[src/rtl/tg_seq_pkg.sv]
////////////////////////////////////////////////////////////
// Register map covers only the start, loop and burst registers
// Stage encoding fits one 4-bit word
////////////////////////////////////////////////////////////

package tg_seq_pkg;

   ////////////////////////////////////////////////////////////
   // Config bus widths
   ////////////////////////////////////////////////////////////

   // Defaults only, the top level passes the real values down
   localparam int CFG_ADDR_W = 10;
   localparam int CFG_DATA_W = 32;

   ////////////////////////////////////////////////////////////
   // Generator register addresses
   ////////////////////////////////////////////////////////////

   // Writing 1 launches a test
   localparam int unsigned REG_START        = 0;
   // Number of passes the generator runs per test
   localparam int unsigned REG_LOOP_COUNT   = 1;
   // Words per burst
   localparam int unsigned REG_BURST_LENGTH = 2;

   ////////////////////////////////////////////////////////////
   // Sequencer stages
   ////////////////////////////////////////////////////////////

   typedef enum logic [3:0] {
      // Default pattern side
      ST_INIT         = 4'd0,
      ST_SINGLE_RW    = 4'd1,
      ST_BLOCK_RW     = 4'd2,
      ST_DONE_DEFAULT = 4'd3,
      ST_RESET_CONFIG = 4'd4,
      // User side
      ST_WAIT_USER    = 4'd5,
      ST_INIT_USER    = 4'd6,
      ST_USER_LOOP    = 4'd7,
      ST_DONE         = 4'd8
   } stage_t;

endpackage

[src/rtl/cfg_master_mux.sv]
////////////////////////////////////////////////////////////
// Combinational, the owner follows the stage alone
////////////////////////////////////////////////////////////

module cfg_master_mux #(
   parameter int CFG_ADDR_W = tg_seq_pkg::CFG_ADDR_W,
   parameter int CFG_DATA_W = tg_seq_pkg::CFG_DATA_W
) (
   input  tg_seq_pkg::stage_t    stage,
   input  logic [CFG_ADDR_W-1:0] user_address,
   input  logic [CFG_DATA_W-1:0] user_writedata,
   input  logic                  user_write,
   input  logic                  user_read,
   input  logic [CFG_ADDR_W-1:0] single_address,
   input  logic [CFG_DATA_W-1:0] single_writedata,
   input  logic                  single_write,
   input  logic [CFG_ADDR_W-1:0] block_address,
   input  logic [CFG_DATA_W-1:0] block_writedata,
   input  logic                  block_write,
   input  logic [CFG_DATA_W-1:0] cfg_readdata,
   input  logic                  cfg_readdatavalid,
   output logic [CFG_ADDR_W-1:0] cfg_address,
   output logic [CFG_DATA_W-1:0] cfg_writedata,
   output logic                  cfg_write,
   output logic                  cfg_read,
   output logic [CFG_DATA_W-1:0] user_readdata,
   output logic                  user_readdatavalid
);

   import tg_seq_pkg::*;

   logic user_owns;
   // User writes held off while a user test runs
   logic write_stall;

   assign user_owns   = (stage == ST_WAIT_USER) || (stage == ST_INIT_USER) ||
                        (stage == ST_USER_LOOP) || (stage == ST_DONE);
   assign write_stall = (stage == ST_INIT_USER) || (stage == ST_USER_LOOP);

   always_comb begin
      cfg_address   = '0;
      cfg_writedata = '0;
      cfg_write     = 1'b0;
      cfg_read      = 1'b0;
      if (user_owns) begin
         cfg_address   = user_address;
         cfg_writedata = user_writedata;
         cfg_write     = user_write && !write_stall;
         cfg_read      = user_read;
      end else if (stage == ST_SINGLE_RW) begin
         cfg_address   = single_address;
         cfg_writedata = single_writedata;
         cfg_write     = single_write;
      end else if (stage == ST_BLOCK_RW) begin
         cfg_address   = block_address;
         cfg_writedata = block_writedata;
         cfg_write     = block_write;
      end
   end

   // Read return only to the user port
   assign user_readdata      = user_owns ? cfg_readdata : '0;
   assign user_readdatavalid = user_owns && cfg_readdatavalid;

endmodule

[src/rtl/cfg_stage_writer.sv]
////////////////////////////////////////////////////////////
// Write only, no read-back of the generator registers
// Leaving MY_STAGE early aborts the program
////////////////////////////////////////////////////////////

module cfg_stage_writer #(
   parameter int                 CFG_ADDR_W = tg_seq_pkg::CFG_ADDR_W,
   parameter int                 CFG_DATA_W = tg_seq_pkg::CFG_DATA_W,
   parameter int                 BURST_LEN  = 1,
   parameter tg_seq_pkg::stage_t MY_STAGE   = tg_seq_pkg::ST_SINGLE_RW
) (
   input  logic                  clk,
   input  logic                  rst,
   input  tg_seq_pkg::stage_t    stage,
   input  logic                  cfg_waitrequest,
   input  logic                  tg_test_complete,
   output logic [CFG_ADDR_W-1:0] wr_address,
   output logic [CFG_DATA_W-1:0] wr_writedata,
   output logic                  wr_write,
   output logic                  complete
);

   import tg_seq_pkg::*;

   // Index of the start write, the last of the program
   localparam logic [1:0] LAST_IDX = 2'd2;

   typedef enum logic [1:0] {
      WR_IDLE,
      WR_WRITE,
      WR_WAIT,
      WR_DONE
   } wr_state_t;

   wr_state_t  state;
   logic [1:0] idx;
   logic       in_stage;

   assign in_stage = (stage == MY_STAGE);

   always_ff @(posedge clk) begin
      if (rst) begin
         state <= WR_IDLE;
         idx   <= '0;
      end else begin
         case (state)
            WR_IDLE: begin
               if (in_stage) begin
                  state <= WR_WRITE;
                  idx   <= '0;
               end
            end
            WR_WRITE: begin
               if (!in_stage) begin
                  state <= WR_IDLE;
               end else if (!cfg_waitrequest) begin
                  if (idx == LAST_IDX) begin
                     state <= WR_WAIT;
                  end else begin
                     idx <= idx + 1'b1;
                  end
               end
            end
            // Generator is running the test
            WR_WAIT: begin
               if (!in_stage) begin
                  state <= WR_IDLE;
               end else if (tg_test_complete) begin
                  state <= WR_DONE;
               end
            end
            default: begin
               state <= WR_IDLE;
            end
         endcase
      end
   end

   // Write program
   always_comb begin
      case (idx)
         2'd0: begin
            wr_address   = CFG_ADDR_W'(REG_LOOP_COUNT);
            wr_writedata = CFG_DATA_W'(1);
         end
         2'd1: begin
            wr_address   = CFG_ADDR_W'(REG_BURST_LENGTH);
            wr_writedata = CFG_DATA_W'(BURST_LEN);
         end
         default: begin
            wr_address   = CFG_ADDR_W'(REG_START);
            wr_writedata = CFG_DATA_W'(1);
         end
      endcase
   end

   assign wr_write = (state == WR_WRITE);
   assign complete = (state == WR_DONE);

endmodule

[src/rtl/cfg_user_gate.sv]
////////////////////////////////////////////////////////////
// Purely combinational, the user must hold strobe and payload
// until user_waitrequest is low
////////////////////////////////////////////////////////////

module cfg_user_gate #(
   parameter int CFG_ADDR_W = tg_seq_pkg::CFG_ADDR_W
) (
   input  tg_seq_pkg::stage_t    stage,
   input  logic [CFG_ADDR_W-1:0] user_address,
   input  logic                  user_write,
   output logic                  user_waitrequest,
   output logic                  user_cfg_start
);

   import tg_seq_pkg::*;

   // Any access allowed
   logic user_open;
   // Reads allowed, writes stalled while a user test runs
   logic user_read_only;

   assign user_open      = (stage == ST_WAIT_USER) || (stage == ST_DONE);
   assign user_read_only = (stage == ST_INIT_USER) || (stage == ST_USER_LOOP);

   always_comb begin
      if (user_open) begin
         user_waitrequest = 1'b0;
      end else if (user_read_only) begin
         user_waitrequest = user_write;
      end else begin
         // Default pattern owns the bus
         user_waitrequest = 1'b1;
      end
   end

   // Start write seen in the cycle it is accepted
   assign user_cfg_start = !user_waitrequest && user_write &&
                           (user_address == CFG_ADDR_W'(REG_START));

endmodule

[src/rtl/stage_sequencer.sv]
////////////////////////////////////////////////////////////
// NUM_LOOPS must be at least 1
// A timeout in a default stage skips the rest of the pattern
////////////////////////////////////////////////////////////

module stage_sequencer #(
   parameter int NUM_LOOPS = 2
) (
   input  logic               clk,
   input  logic               rst,
   input  logic               ctrl_ready,
   input  logic               restart_default_traffic,
   input  logic               timeout,
   input  logic               tg_test_complete,
   input  logic               single_complete,
   input  logic               block_complete,
   input  logic               user_cfg_start,
   output tg_seq_pkg::stage_t stage,
   output logic               rst_config,
   output logic               at_default_stage,
   output logic               at_wait_user_stage,
   output logic               at_done_stage
);

   import tg_seq_pkg::*;

   // Wide enough to hold NUM_LOOPS itself
   localparam int CNT_W = $clog2(NUM_LOOPS + 1);

   stage_t           stage_next;
   logic [CNT_W-1:0] loop_cnt;
   logic             more_loops;

   ////////////////////////////////////////////////////////////
   // Stage register
   ////////////////////////////////////////////////////////////

   always_ff @(posedge clk) begin
      if (rst) begin
         stage <= ST_INIT;
      end else begin
         stage <= stage_next;
      end
   end

   always_comb begin
      stage_next = stage;
      case (stage)
         ST_INIT: begin
            if (ctrl_ready) begin
               stage_next = ST_SINGLE_RW;
            end
         end
         ST_SINGLE_RW: begin
            if (timeout) begin
               stage_next = ST_RESET_CONFIG;
            end else if (single_complete) begin
               stage_next = ST_BLOCK_RW;
            end
         end
         ST_BLOCK_RW: begin
            if (timeout) begin
               stage_next = ST_RESET_CONFIG;
            end else if (block_complete) begin
               stage_next = ST_DONE_DEFAULT;
            end
         end
         ST_DONE_DEFAULT: begin
            stage_next = more_loops ? ST_INIT : ST_RESET_CONFIG;
         end
         // Single cycle config reset pulse
         ST_RESET_CONFIG: begin
            stage_next = ST_WAIT_USER;
         end
         ST_WAIT_USER, ST_DONE: begin
            if (restart_default_traffic) begin
               stage_next = ST_INIT;
            end else if (user_cfg_start) begin
               stage_next = ST_INIT_USER;
            end
         end
         ST_INIT_USER: begin
            stage_next = ST_USER_LOOP;
         end
         ST_USER_LOOP: begin
            if (tg_test_complete || timeout) begin
               stage_next = ST_DONE;
            end
         end
         default: begin
            stage_next = ST_INIT;
         end
      endcase
   end

   ////////////////////////////////////////////////////////////
   // Default pattern loop counter
   ////////////////////////////////////////////////////////////

   always_ff @(posedge clk) begin
      if (rst || restart_default_traffic || (stage == ST_DONE)) begin
         loop_cnt <= '0;
      end else if (stage == ST_DONE_DEFAULT) begin
         loop_cnt <= loop_cnt + 1'b1;
      end
   end

   // Counter still shows the passes before the current one
   assign more_loops = (loop_cnt != CNT_W'(NUM_LOOPS - 1));

   ////////////////////////////////////////////////////////////
   // Status decode
   ////////////////////////////////////////////////////////////

   assign rst_config = (stage == ST_RESET_CONFIG);

   assign at_default_stage = (stage == ST_INIT) || (stage == ST_SINGLE_RW) ||
                             (stage == ST_BLOCK_RW) || (stage == ST_DONE_DEFAULT) ||
                             (stage == ST_WAIT_USER);

   // Hidden in the cycle a user test is launched
   assign at_wait_user_stage = (stage == ST_WAIT_USER) && !user_cfg_start;
   assign at_done_stage      = (stage == ST_DONE) && !user_cfg_start;

endmodule

[src/rtl/tg_driver_top.sv]
////////////////////////////////////////////////////////////
// Default pattern runs once ctrl_ready is seen after reset
// The user port reaches the generator only after the pattern
////////////////////////////////////////////////////////////

module tg_driver_top #(
   parameter int NUM_LOOPS  = 2,
   parameter int BLOCK_LEN  = 16,
   parameter int CFG_ADDR_W = tg_seq_pkg::CFG_ADDR_W,
   parameter int CFG_DATA_W = tg_seq_pkg::CFG_DATA_W
) (
   input  logic                  clk,
   input  logic                  rst,
   // Generator status
   input  logic                  ctrl_ready,
   input  logic                  restart_default_traffic,
   input  logic                  tg_test_complete,
   input  logic                  timeout,
   // User port
   input  logic [CFG_ADDR_W-1:0] user_address,
   input  logic [CFG_DATA_W-1:0] user_writedata,
   input  logic                  user_write,
   input  logic                  user_read,
   output logic                  user_waitrequest,
   output logic [CFG_DATA_W-1:0] user_readdata,
   output logic                  user_readdatavalid,
   // Config master
   output logic [CFG_ADDR_W-1:0] cfg_address,
   output logic [CFG_DATA_W-1:0] cfg_writedata,
   output logic                  cfg_write,
   output logic                  cfg_read,
   input  logic                  cfg_waitrequest,
   input  logic [CFG_DATA_W-1:0] cfg_readdata,
   input  logic                  cfg_readdatavalid,
   // Status
   output logic                  rst_config,
   output logic                  user_cfg_start,
   output logic                  at_default_stage,
   output logic                  at_wait_user_stage,
   output logic                  at_done_stage
);

   import tg_seq_pkg::*;

   stage_t                stage;
   logic [CFG_ADDR_W-1:0] single_address;
   logic [CFG_DATA_W-1:0] single_writedata;
   logic                  single_write;
   logic                  single_complete;
   logic [CFG_ADDR_W-1:0] block_address;
   logic [CFG_DATA_W-1:0] block_writedata;
   logic                  block_write;
   logic                  block_complete;

   cfg_user_gate #(
      .CFG_ADDR_W (CFG_ADDR_W)
   ) u_user_gate (
      .stage            (stage),
      .user_address     (user_address),
      .user_write       (user_write),
      .user_waitrequest (user_waitrequest),
      .user_cfg_start   (user_cfg_start)
   );

   stage_sequencer #(
      .NUM_LOOPS (NUM_LOOPS)
   ) u_sequencer (
      .clk                     (clk),
      .rst                     (rst),
      .ctrl_ready              (ctrl_ready),
      .restart_default_traffic (restart_default_traffic),
      .timeout                 (timeout),
      .tg_test_complete        (tg_test_complete),
      .single_complete         (single_complete),
      .block_complete          (block_complete),
      .user_cfg_start          (user_cfg_start),
      .stage                   (stage),
      .rst_config              (rst_config),
      .at_default_stage        (at_default_stage),
      .at_wait_user_stage      (at_wait_user_stage),
      .at_done_stage           (at_done_stage)
   );

   ////////////////////////////////////////////////////////////
   // Test stages
   ////////////////////////////////////////////////////////////

   cfg_stage_writer #(
      .CFG_ADDR_W (CFG_ADDR_W),
      .CFG_DATA_W (CFG_DATA_W),
      .BURST_LEN  (1),
      .MY_STAGE   (ST_SINGLE_RW)
   ) single_stage (
      .clk              (clk),
      .rst              (rst),
      .stage            (stage),
      .cfg_waitrequest  (cfg_waitrequest),
      .tg_test_complete (tg_test_complete),
      .wr_address       (single_address),
      .wr_writedata     (single_writedata),
      .wr_write         (single_write),
      .complete         (single_complete)
   );

   cfg_stage_writer #(
      .CFG_ADDR_W (CFG_ADDR_W),
      .CFG_DATA_W (CFG_DATA_W),
      .BURST_LEN  (BLOCK_LEN),
      .MY_STAGE   (ST_BLOCK_RW)
   ) block_stage (
      .clk              (clk),
      .rst              (rst),
      .stage            (stage),
      .cfg_waitrequest  (cfg_waitrequest),
      .tg_test_complete (tg_test_complete),
      .wr_address       (block_address),
      .wr_writedata     (block_writedata),
      .wr_write         (block_write),
      .complete         (block_complete)
   );

   cfg_master_mux #(
      .CFG_ADDR_W (CFG_ADDR_W),
      .CFG_DATA_W (CFG_DATA_W)
   ) u_master_mux (
      .stage              (stage),
      .user_address       (user_address),
      .user_writedata     (user_writedata),
      .user_write         (user_write),
      .user_read          (user_read),
      .single_address     (single_address),
      .single_writedata   (single_writedata),
      .single_write       (single_write),
      .block_address      (block_address),
      .block_writedata    (block_writedata),
      .block_write        (block_write),
      .cfg_readdata       (cfg_readdata),
      .cfg_readdatavalid  (cfg_readdatavalid),
      .cfg_address        (cfg_address),
      .cfg_writedata      (cfg_writedata),
      .cfg_write          (cfg_write),
      .cfg_read           (cfg_read),
      .user_readdata      (user_readdata),
      .user_readdatavalid (user_readdatavalid)
   );

endmodule

[config.mk]
export PLATFORM = sky130hd
export DESIGN_NAME = tg_driver_top
export DESIGN_NICKNAME = d
export VERILOG_FILES = /design/src/rtl/tg_seq_pkg.sv /design/src/rtl/cfg_master_mux.sv /design/src/rtl/cfg_stage_writer.sv /design/src/rtl/cfg_user_gate.sv /design/src/rtl/stage_sequencer.sv /design/src/rtl/tg_driver_top.sv
export SDC_FILE = /design/constraint.sdc
export NUM_CORES = 1
export LEC_CHECK = 0
export ABC_AREA = 1
export BUFFER_PORTS_ARGS = -buffer_cell sky130_fd_sc_hd__buf_4
export CORE_MARGIN = 2
export CORE_UTILIZATION = 40
export DETAILED_ROUTE_END_ITERATION = 7
export PLACE_DENSITY = 0.87
export SYNTH_ARGS = -nofsm -noshare
export SYNTH_HDL_FRONTEND = slang
export SYNTH_SLANG_ARGS = --single-unit
[constraint.sdc]
create_clock -name clk -period 2.5 [get_ports clk]
set_clock_uncertainty 0.05 [all_clocks]
set_input_delay 0.5 -clock clk [delete_from_list [all_inputs] [get_ports clk]]
set_output_delay 0.5 -clock clk [all_outputs]
set_load 0.02 [all_outputs]
==> results of run 1 <==
[routing by layer]
layer / share of wire [%] / global-route usage (%) / vias to the layer above / wire length [um]
li1: - / - / 1304 / -
met3: 6.0 / 3.46 / 21 / 404
met4: 3.0 / 9.83 / 0 / 201
met5: 0 / 0 / - / 0
met2: 51 / 45.7 / 94 / 3410
met1: 40 / 31.8 / 1078 / 2710
[how the worst max path moves through the flow]
stage          slack [ns]                 to                  from  depth (start not counted)
2_1_floorplan        0.57     cfg_address[2]  u_sequencer.stage[1]                          7
3_3_place_gp         0.40  cfg_writedata[25]  u_sequencer.stage[1]                          7
3_5_place_dp         0.35     cfg_address[4]  u_sequencer.stage[1]                          7
4_1_cts              0.09     cfg_address[4]  u_sequencer.stage[1]                          7
5_1_grt              0.04  cfg_writedata[16]  u_sequencer.stage[1]                          7
6_report             0.20     cfg_address[4]  u_sequencer.stage[1]                          7
[area by class of cell]
cell class              instances  area (um2)
clock buffers                   3        41.3
inverters                     100         377
multi-input cells             212        1050
fillers                       371        1180
well taps                      52        65.1
flip-flops and latches         14         280
repair buffers                171        1300
[cells in the mapped netlist (3+ instances only)]
cell,instances
a211oi_1,5
o21ai_0,4
inv_2,5
nand2_1,38
ha_1,7
buf_4,6
nand3_1,16
inv_1,94
dfxtp_1,14
nor2_4,6
nor3_1,3
nand2_2,4
a21oi_1,14
nor2_1,101
o211ai_1,3
[cell families (layout without fill, tap and decap cells)]
group	Yosys count	count (layout)	synth area share (%)
AO/OA/AOI/OAI	28	28	9.50
XOR/XNOR	1	1	0.497
adder cells (fa/ha/maj)	7	7	4.96
buffers and inverters	109	274	25.0
flip-flops	14	14	15.9
AND/OR/NAND/NOR	176	176	44.1
[critical path, delay by kind of cell, from the launching register on]
family                 cells  cell delay, ns
AOI/OAI and AO/OA          1            0.23
buffers and inverters      3            0.51
DFF                        1            0.44
and+or+nand+nor            3            0.32
[stage by stage]
stage / setup WS, ns / utilization (%) / cells / hold slack, ns
floorplan: 0.569 / - / 335 / 0.427
global placement: 0.405 / 70.9 / 546 / 0.438
detailed placement: 0.352 / 70.9 / 546 / 0.452
CTS: 0.0854 / 71.9 / 549 / 0.431
global route: 0.0431 / 72.4 / 552 / 0.440
finish: 0.203 / 72.4 / 552 / 0.437
[sequential cells by signal (all words and copies together), names as in the netlist]
name and count:
block_stage.idx 2, single_stage.state 2, u_sequencer.stage 4, block_stage.state 2, single_stage.idx 2, u_sequencer.loop_cnt 2
[where the power goes]
group | switching, W | total [W] | internal [W]
Clock | 0.0000734 | 0.000180 | 0.000106
Sequential | 0.0000709 | 0.000355 | 0.000284
Combinational | 0.00135 | 0.00223 | 0.000883
Total | 0.00149 | 0.00277 | 0.00127
==> impl_metrics.csv, run 1 <==
group,metric,value,unit
setup_path,required,1.95,ns
sta,setup-violations-final,0,
drt,post_drt_wl_per_cell,12.2,um
die,die_w,70.4,um
clock_network,cts_hold_buffers,0,
yosys,syn_area,1760,um2
sta,period_share,91.9,%
finish,layout.cells.most_common,"buf_4",
grt,antenna_found_initial,0,
setup_path,rrSetupSlack,0.93,ns
sta,worst_pin_slew,0.323,ns
grt,track_usage,26.0,%
yosys,synthArstFlopShare,0,%
drt,ant_nets,0,
yosys,ys_seq_area_share,15.9,%
worst_hold_path,holdCritStartpoint,"rst",
clock_network,ctsRootBufferMaster,"clkbuf_8",
setup_path,max_stage_delay,0.44,ns
pwr,ir_worst_vdd,0.630,mV
finish,fin_area,3110,um2
pwr,leakagePower,1.96,nW
drt,viasPerCell,4.52,
setup_path,slowest_stage,"dfxtp_1",
clock_network,clockBufferDepth,2,
setup_path,r2r_end,"u_sequencer.stage[1]",
sta,rsz0062_at_grt,"false",
grt,grt_pass1_wl,10.4,mm
drt,via_count,2497,
setup_path,rr_worst_depth,10,
clock_network,cts_htree_levels,1,
finish,nets,593,
grt,grt_pass1_vias,2206,
die,die_area,4960,um2
drt,drc,0,
clock_network,clkSinkCount,14,
sta,setup_tns,0,ns
die,num_rows,24,
pwr,power.total,0.00277,W
finish,synthToLayoutAreaGrowth,76.2,%
yosys,postSynthCellCount,335,
yosys,synth_top_area_share,21.5,%
status,status,"completed",
worst_hold_path,hold_class,"in2reg",
sta,hold_viol,0,
pwr,power.density,889,nW/um2
finish,diodes,0,
place,finalWeightedCongestion,0.916,
drt,drt_first_pass_iters,4,
yosys,postSynthRegisterBits,14,
setup_path,critPathKind,"reg2out",
sta,drv_slew,0,
drt,drtIter0Drc,93,
die,core,4290,um2
grt,grt_overflow_total,0,
setup_path,end_kind,"output pin",
place,place_area,3050,um2
die,start_util,41.1,%
clock_network,cts_tree,"built",
clock_network,ctsResizeCount,0,
yosys,syn_nets,426,
yosys,yosysWarnings,0,
clock_network,cts-buffers-inserted,3,
die,num_io_pins,167,
worst_hold_path,hold_depth,2,
setup_path,worstPathMaxFanout,19,
place,hpwl,5.75,mm
die,die_h,70.4,um
clock_network,cts_setup_buffers,0,
yosys,synth_edf_count,0,
grt,grt_max_degree,45,
place,io_buffers,166,
finish,final_cell_mix,"buf_4 (170), nor2_1 (101), inv_1 (94)",
worst_hold_path,hold-path-endpoint,"block_stage.state[0]",
sta,maxSlewHeadroom,78.4,%
setup_path,crit_chain,"nor2_1 > nand3_2 > inv_1 > a21oi_4 > buf_4 > nor2_1 > buf_4",
finish,drive_gt1_share,39.2,%
yosys,synthFlopType,"dfxtp_1",
run,maxCapViolCount,0,
sta,fmax,0.435,GHz
yosys,synth_area_leaders,"nor2_1 (21%), inv_1 (20%), dfxtp_1 (16%)",
yosys,ys_types,27,
drt,finalWirelength,6.73,mm
setup_path,cp-start-kind,"flop",
setup_path,timing.rr.start,"u_sequencer.stage[2]",
yosys,syn_area_per_cell,5.27,um2
yosys,synth_area_leader_cell,"nor2_1",
clock_network,path_clk_slew,0.06,ns
sta,min_period,2.30,ns
clock_network,insertion_delay,0.24,ns
setup_path,cp.arrival,1.75,ns
Power figures use the tool's default switching activity.
==> inputs of run 2 (changes only) <==
--- a/config.mk
+++ b/config.mk
@@ -8,9 +8,9 @@
 export ABC_AREA = 1
 export BUFFER_PORTS_ARGS = -buffer_cell sky130_fd_sc_hd__buf_4
 export CORE_MARGIN = 2
-export CORE_UTILIZATION = 40
+export CORE_UTILIZATION = 34
 export DETAILED_ROUTE_END_ITERATION = 7
-export PLACE_DENSITY = 0.87
+export PLACE_DENSITY = 0.78
 export SYNTH_ARGS = -nofsm -noshare
 export SYNTH_HDL_FRONTEND = slang
 export SYNTH_SLANG_ARGS = --single-unit
==> constraint.sdc (replaced) <==
create_clock -name clk -period 1.94 [get_ports clk]
set_clock_uncertainty 0.05 [all_clocks]
set_input_delay 0.388 -clock clk [delete_from_list [all_inputs] [get_ports clk]]
set_output_delay 0.388 -clock clk [all_outputs]
set_load 0.02 [all_outputs]
==> run 2 against run 1 <==
  * The run now ends with negative setup slack left
  * Clock power up 55%
  * Sequential share of layout area decreased by 1.6 points
  * Final cell count up 6.9%
  * Worst setup slack worse by 0.25 ns
  * Non-clock buffer count rose by 19
  * Count of clock-buffer cells in the layout increased by 1
  * Critical endpoint is now cfg_writedata[3]
  * Highest routed layer unchanged
==> impl_metrics.csv, run 2 (synthesized netlist as in run 1, its figures left out) <==
group,metric,value,unit
clock_network,insertion_delay,0.24,ns
setup_path,cp.arrival,1.55,ns
sta,timing.hold.ws,0.318,ns
die,num_rows,26,
finish,synthToLayoutAreaGrowth,116,%
drt,drc,0,
place,finalWeightedCongestion,0.834,
drt,drtIter0Drc,94,
finish,final_cell_mix,"buf_4 (142), inv_1 (92), nor2_1 (57)",
status,violations,"negative setup slack",
sta,hold_viol,0,
clock_network,cts_hold_buffers,0,
pwr,leakagePower,2.15,nW
finish,instances_no_fill,590,
drt,finalWirelength,8.71,mm
clock_network,cts_htree_levels,1,
clock_network,cts-buffers-inserted,3,
sta,min_period,1.98,ns
run,maxCapViolCount,0,
setup_path,crit_chain,"nor2_4 > nand3_2 > inv_2 > a21oi_4 > buf_4 > clkbuf_16 > nor2_1 > buf_4",
grt,grt_pass1_wl,11.1,mm
finish,largest_reg_flops,4,
die,die_area,5780,um2
place,detailedPlace.worstSlack,0.0884,ns
finish,drive_gt1_share,51.7,%
setup_path,cp-start-kind,"flop",
die,die_h,76.0,um
worst_hold_path,hold_class,"in2reg",
pwr,ir_worst_vdd,0.796,mV
finish,top_register,"u_sequencer.stage",
place,hpwl,5.59,mm
finish,seqCellArea,284,um2
setup_path,crit_top_cell,"buf_4",
clock_network,clkSinkCount,14,
finish,fin_area,3820,um2
drt,post_drt_wl_per_cell,14.8,um
setup_path,worstPathMaxFanout,6,
setup_path,end_kind,"output pin",
finish,multi_input_area,1310,um2
sta,worst_pin_slew,0.303,ns
drt,ant_nets,0,
grt,track_usage,23.0,%
clock_network,path_clk_slew,0.05,ns
grt,antenna_found_initial,0,
finish,fill_cells,365,
drt,via_count,2796,
sta,drv_slew,0,
finish,layout.cells.most_common,"buf_4",
grt,grt_pass1_vias,2387,
sta,fmax,0.504,GHz
sta,setup-violations-final,25,
finish,diodes,0,
clock_network,ctsRootBufferMaster,"clkbuf_8",
sta,maxSlewHeadroom,79.7,%
setup_path,max_stage_delay,0.33,ns
setup_path,slowest_stage,"dfxtp_2",
sta,timing.final.ws_setup,-0.0435,ns
status,status,"finished, violations left",
finish,nets,612,
die,die_w,76.0,um
grt,grt_max_degree,24,
sta,period_share,102,%
setup_path,critPathKind,"reg2out",
drt,viasPerCell,4.74,
pwr,power.density,1230,nW/um2
setup_path,required,1.50,ns
place,dp_cells,569,
die,start_util,35.0,%
clock_network,clockBufferDepth,2,
die,num_io_pins,167,
grt,grt_overflow_total,0,
die,core,5040,um2
sta,rsz0062_at_grt,"true",
place,place_area,3110,um2
drt,drt_first_pass_iters,4,
clock_network,cts_tree,"built",
place,io_buffers,166,
==> run 2: cell types whose count changed in the layout (fill, tap and decap cells not counted), sizes merged <==
cell	change
buf	+15
inv	+1
clkinv	-1
clkbuf	+5
==> run 2: metrics by stage <==
step,utilization [%],setup TNS (ns),total power [W]
4_1_cts,64.5,-0.110,0.00386
5_1_grt,75.7,-5.13,0.00498
3_3_place_gp,61.6,0,0.00331
2_1_floorplan,-,0,0.00224
6_report,75.7,-0.395,0.00470
3_5_place_dp,61.6,0,0.00335
==> run 2: worst paths after layout <==
check                          start                       to  slack [ns]  cells past startpoint
min reg2reg  u_sequencer.loop_cnt[1]  u_sequencer.loop_cnt[1]        0.45                      2
min                              rst     block_stage.state[0]        0.32                      2
max             u_sequencer.stage[1]         cfg_writedata[3]       -0.04                      8
max reg2reg     u_sequencer.stage[0]     u_sequencer.stage[1]        0.33                     11
==> run 2: timing repair <==
action | CTS | global route
cloned | 1 | 6
pin swaps | 4 | 5
gates resized for setup | 11 | 115
endpoints found under the setup margin | 76 | 78
buffers inserted | 4 | 6
==> run 2: cell type report <==
| type | count | area share, % |
|---|---|---|
| Clock buffer | 4 | 1.44 |
| Timing Repair Buffer | 190 | 44.5 |
| Multi-Input combinational cell | 212 | 34.3 |
| Inverter | 100 | 9.97 |
| Sequential cell | 14 | 7.44 |
| Tap cell | 70 | 2.30 |
==> run 2: per-layer routing <==
layer / vias up / share of wire [%] / track usage, %
met1: 1297 / 38 / 27.2
met3: 37 / 5.1 / 3.20
met5: - / 0 / 0
met4: 0 / 4.7 / 6.91
li1: 1340 / - / -
met2: 122 / 52 / 42.8
==> run 2: critical path: cells and delay by family, from the launching register on <==
kind,cells,cell delay [ns]
DFF,1,0.33
buffers and inverters,4,0.57
AOI/OAI and AO/OA,1,0.04
and+or+nand+nor,3,0.36
==> run 2: power breakdown <==
| part | switching, W | internal, W |
|---|---|---|
| Combinational | 0.00220 | 0.00177 |
| Clock | 0.0000988 | 0.000180 |
| Sequential | 0.0000801 | 0.000372 |
| Total | 0.00237 | 0.00232 |
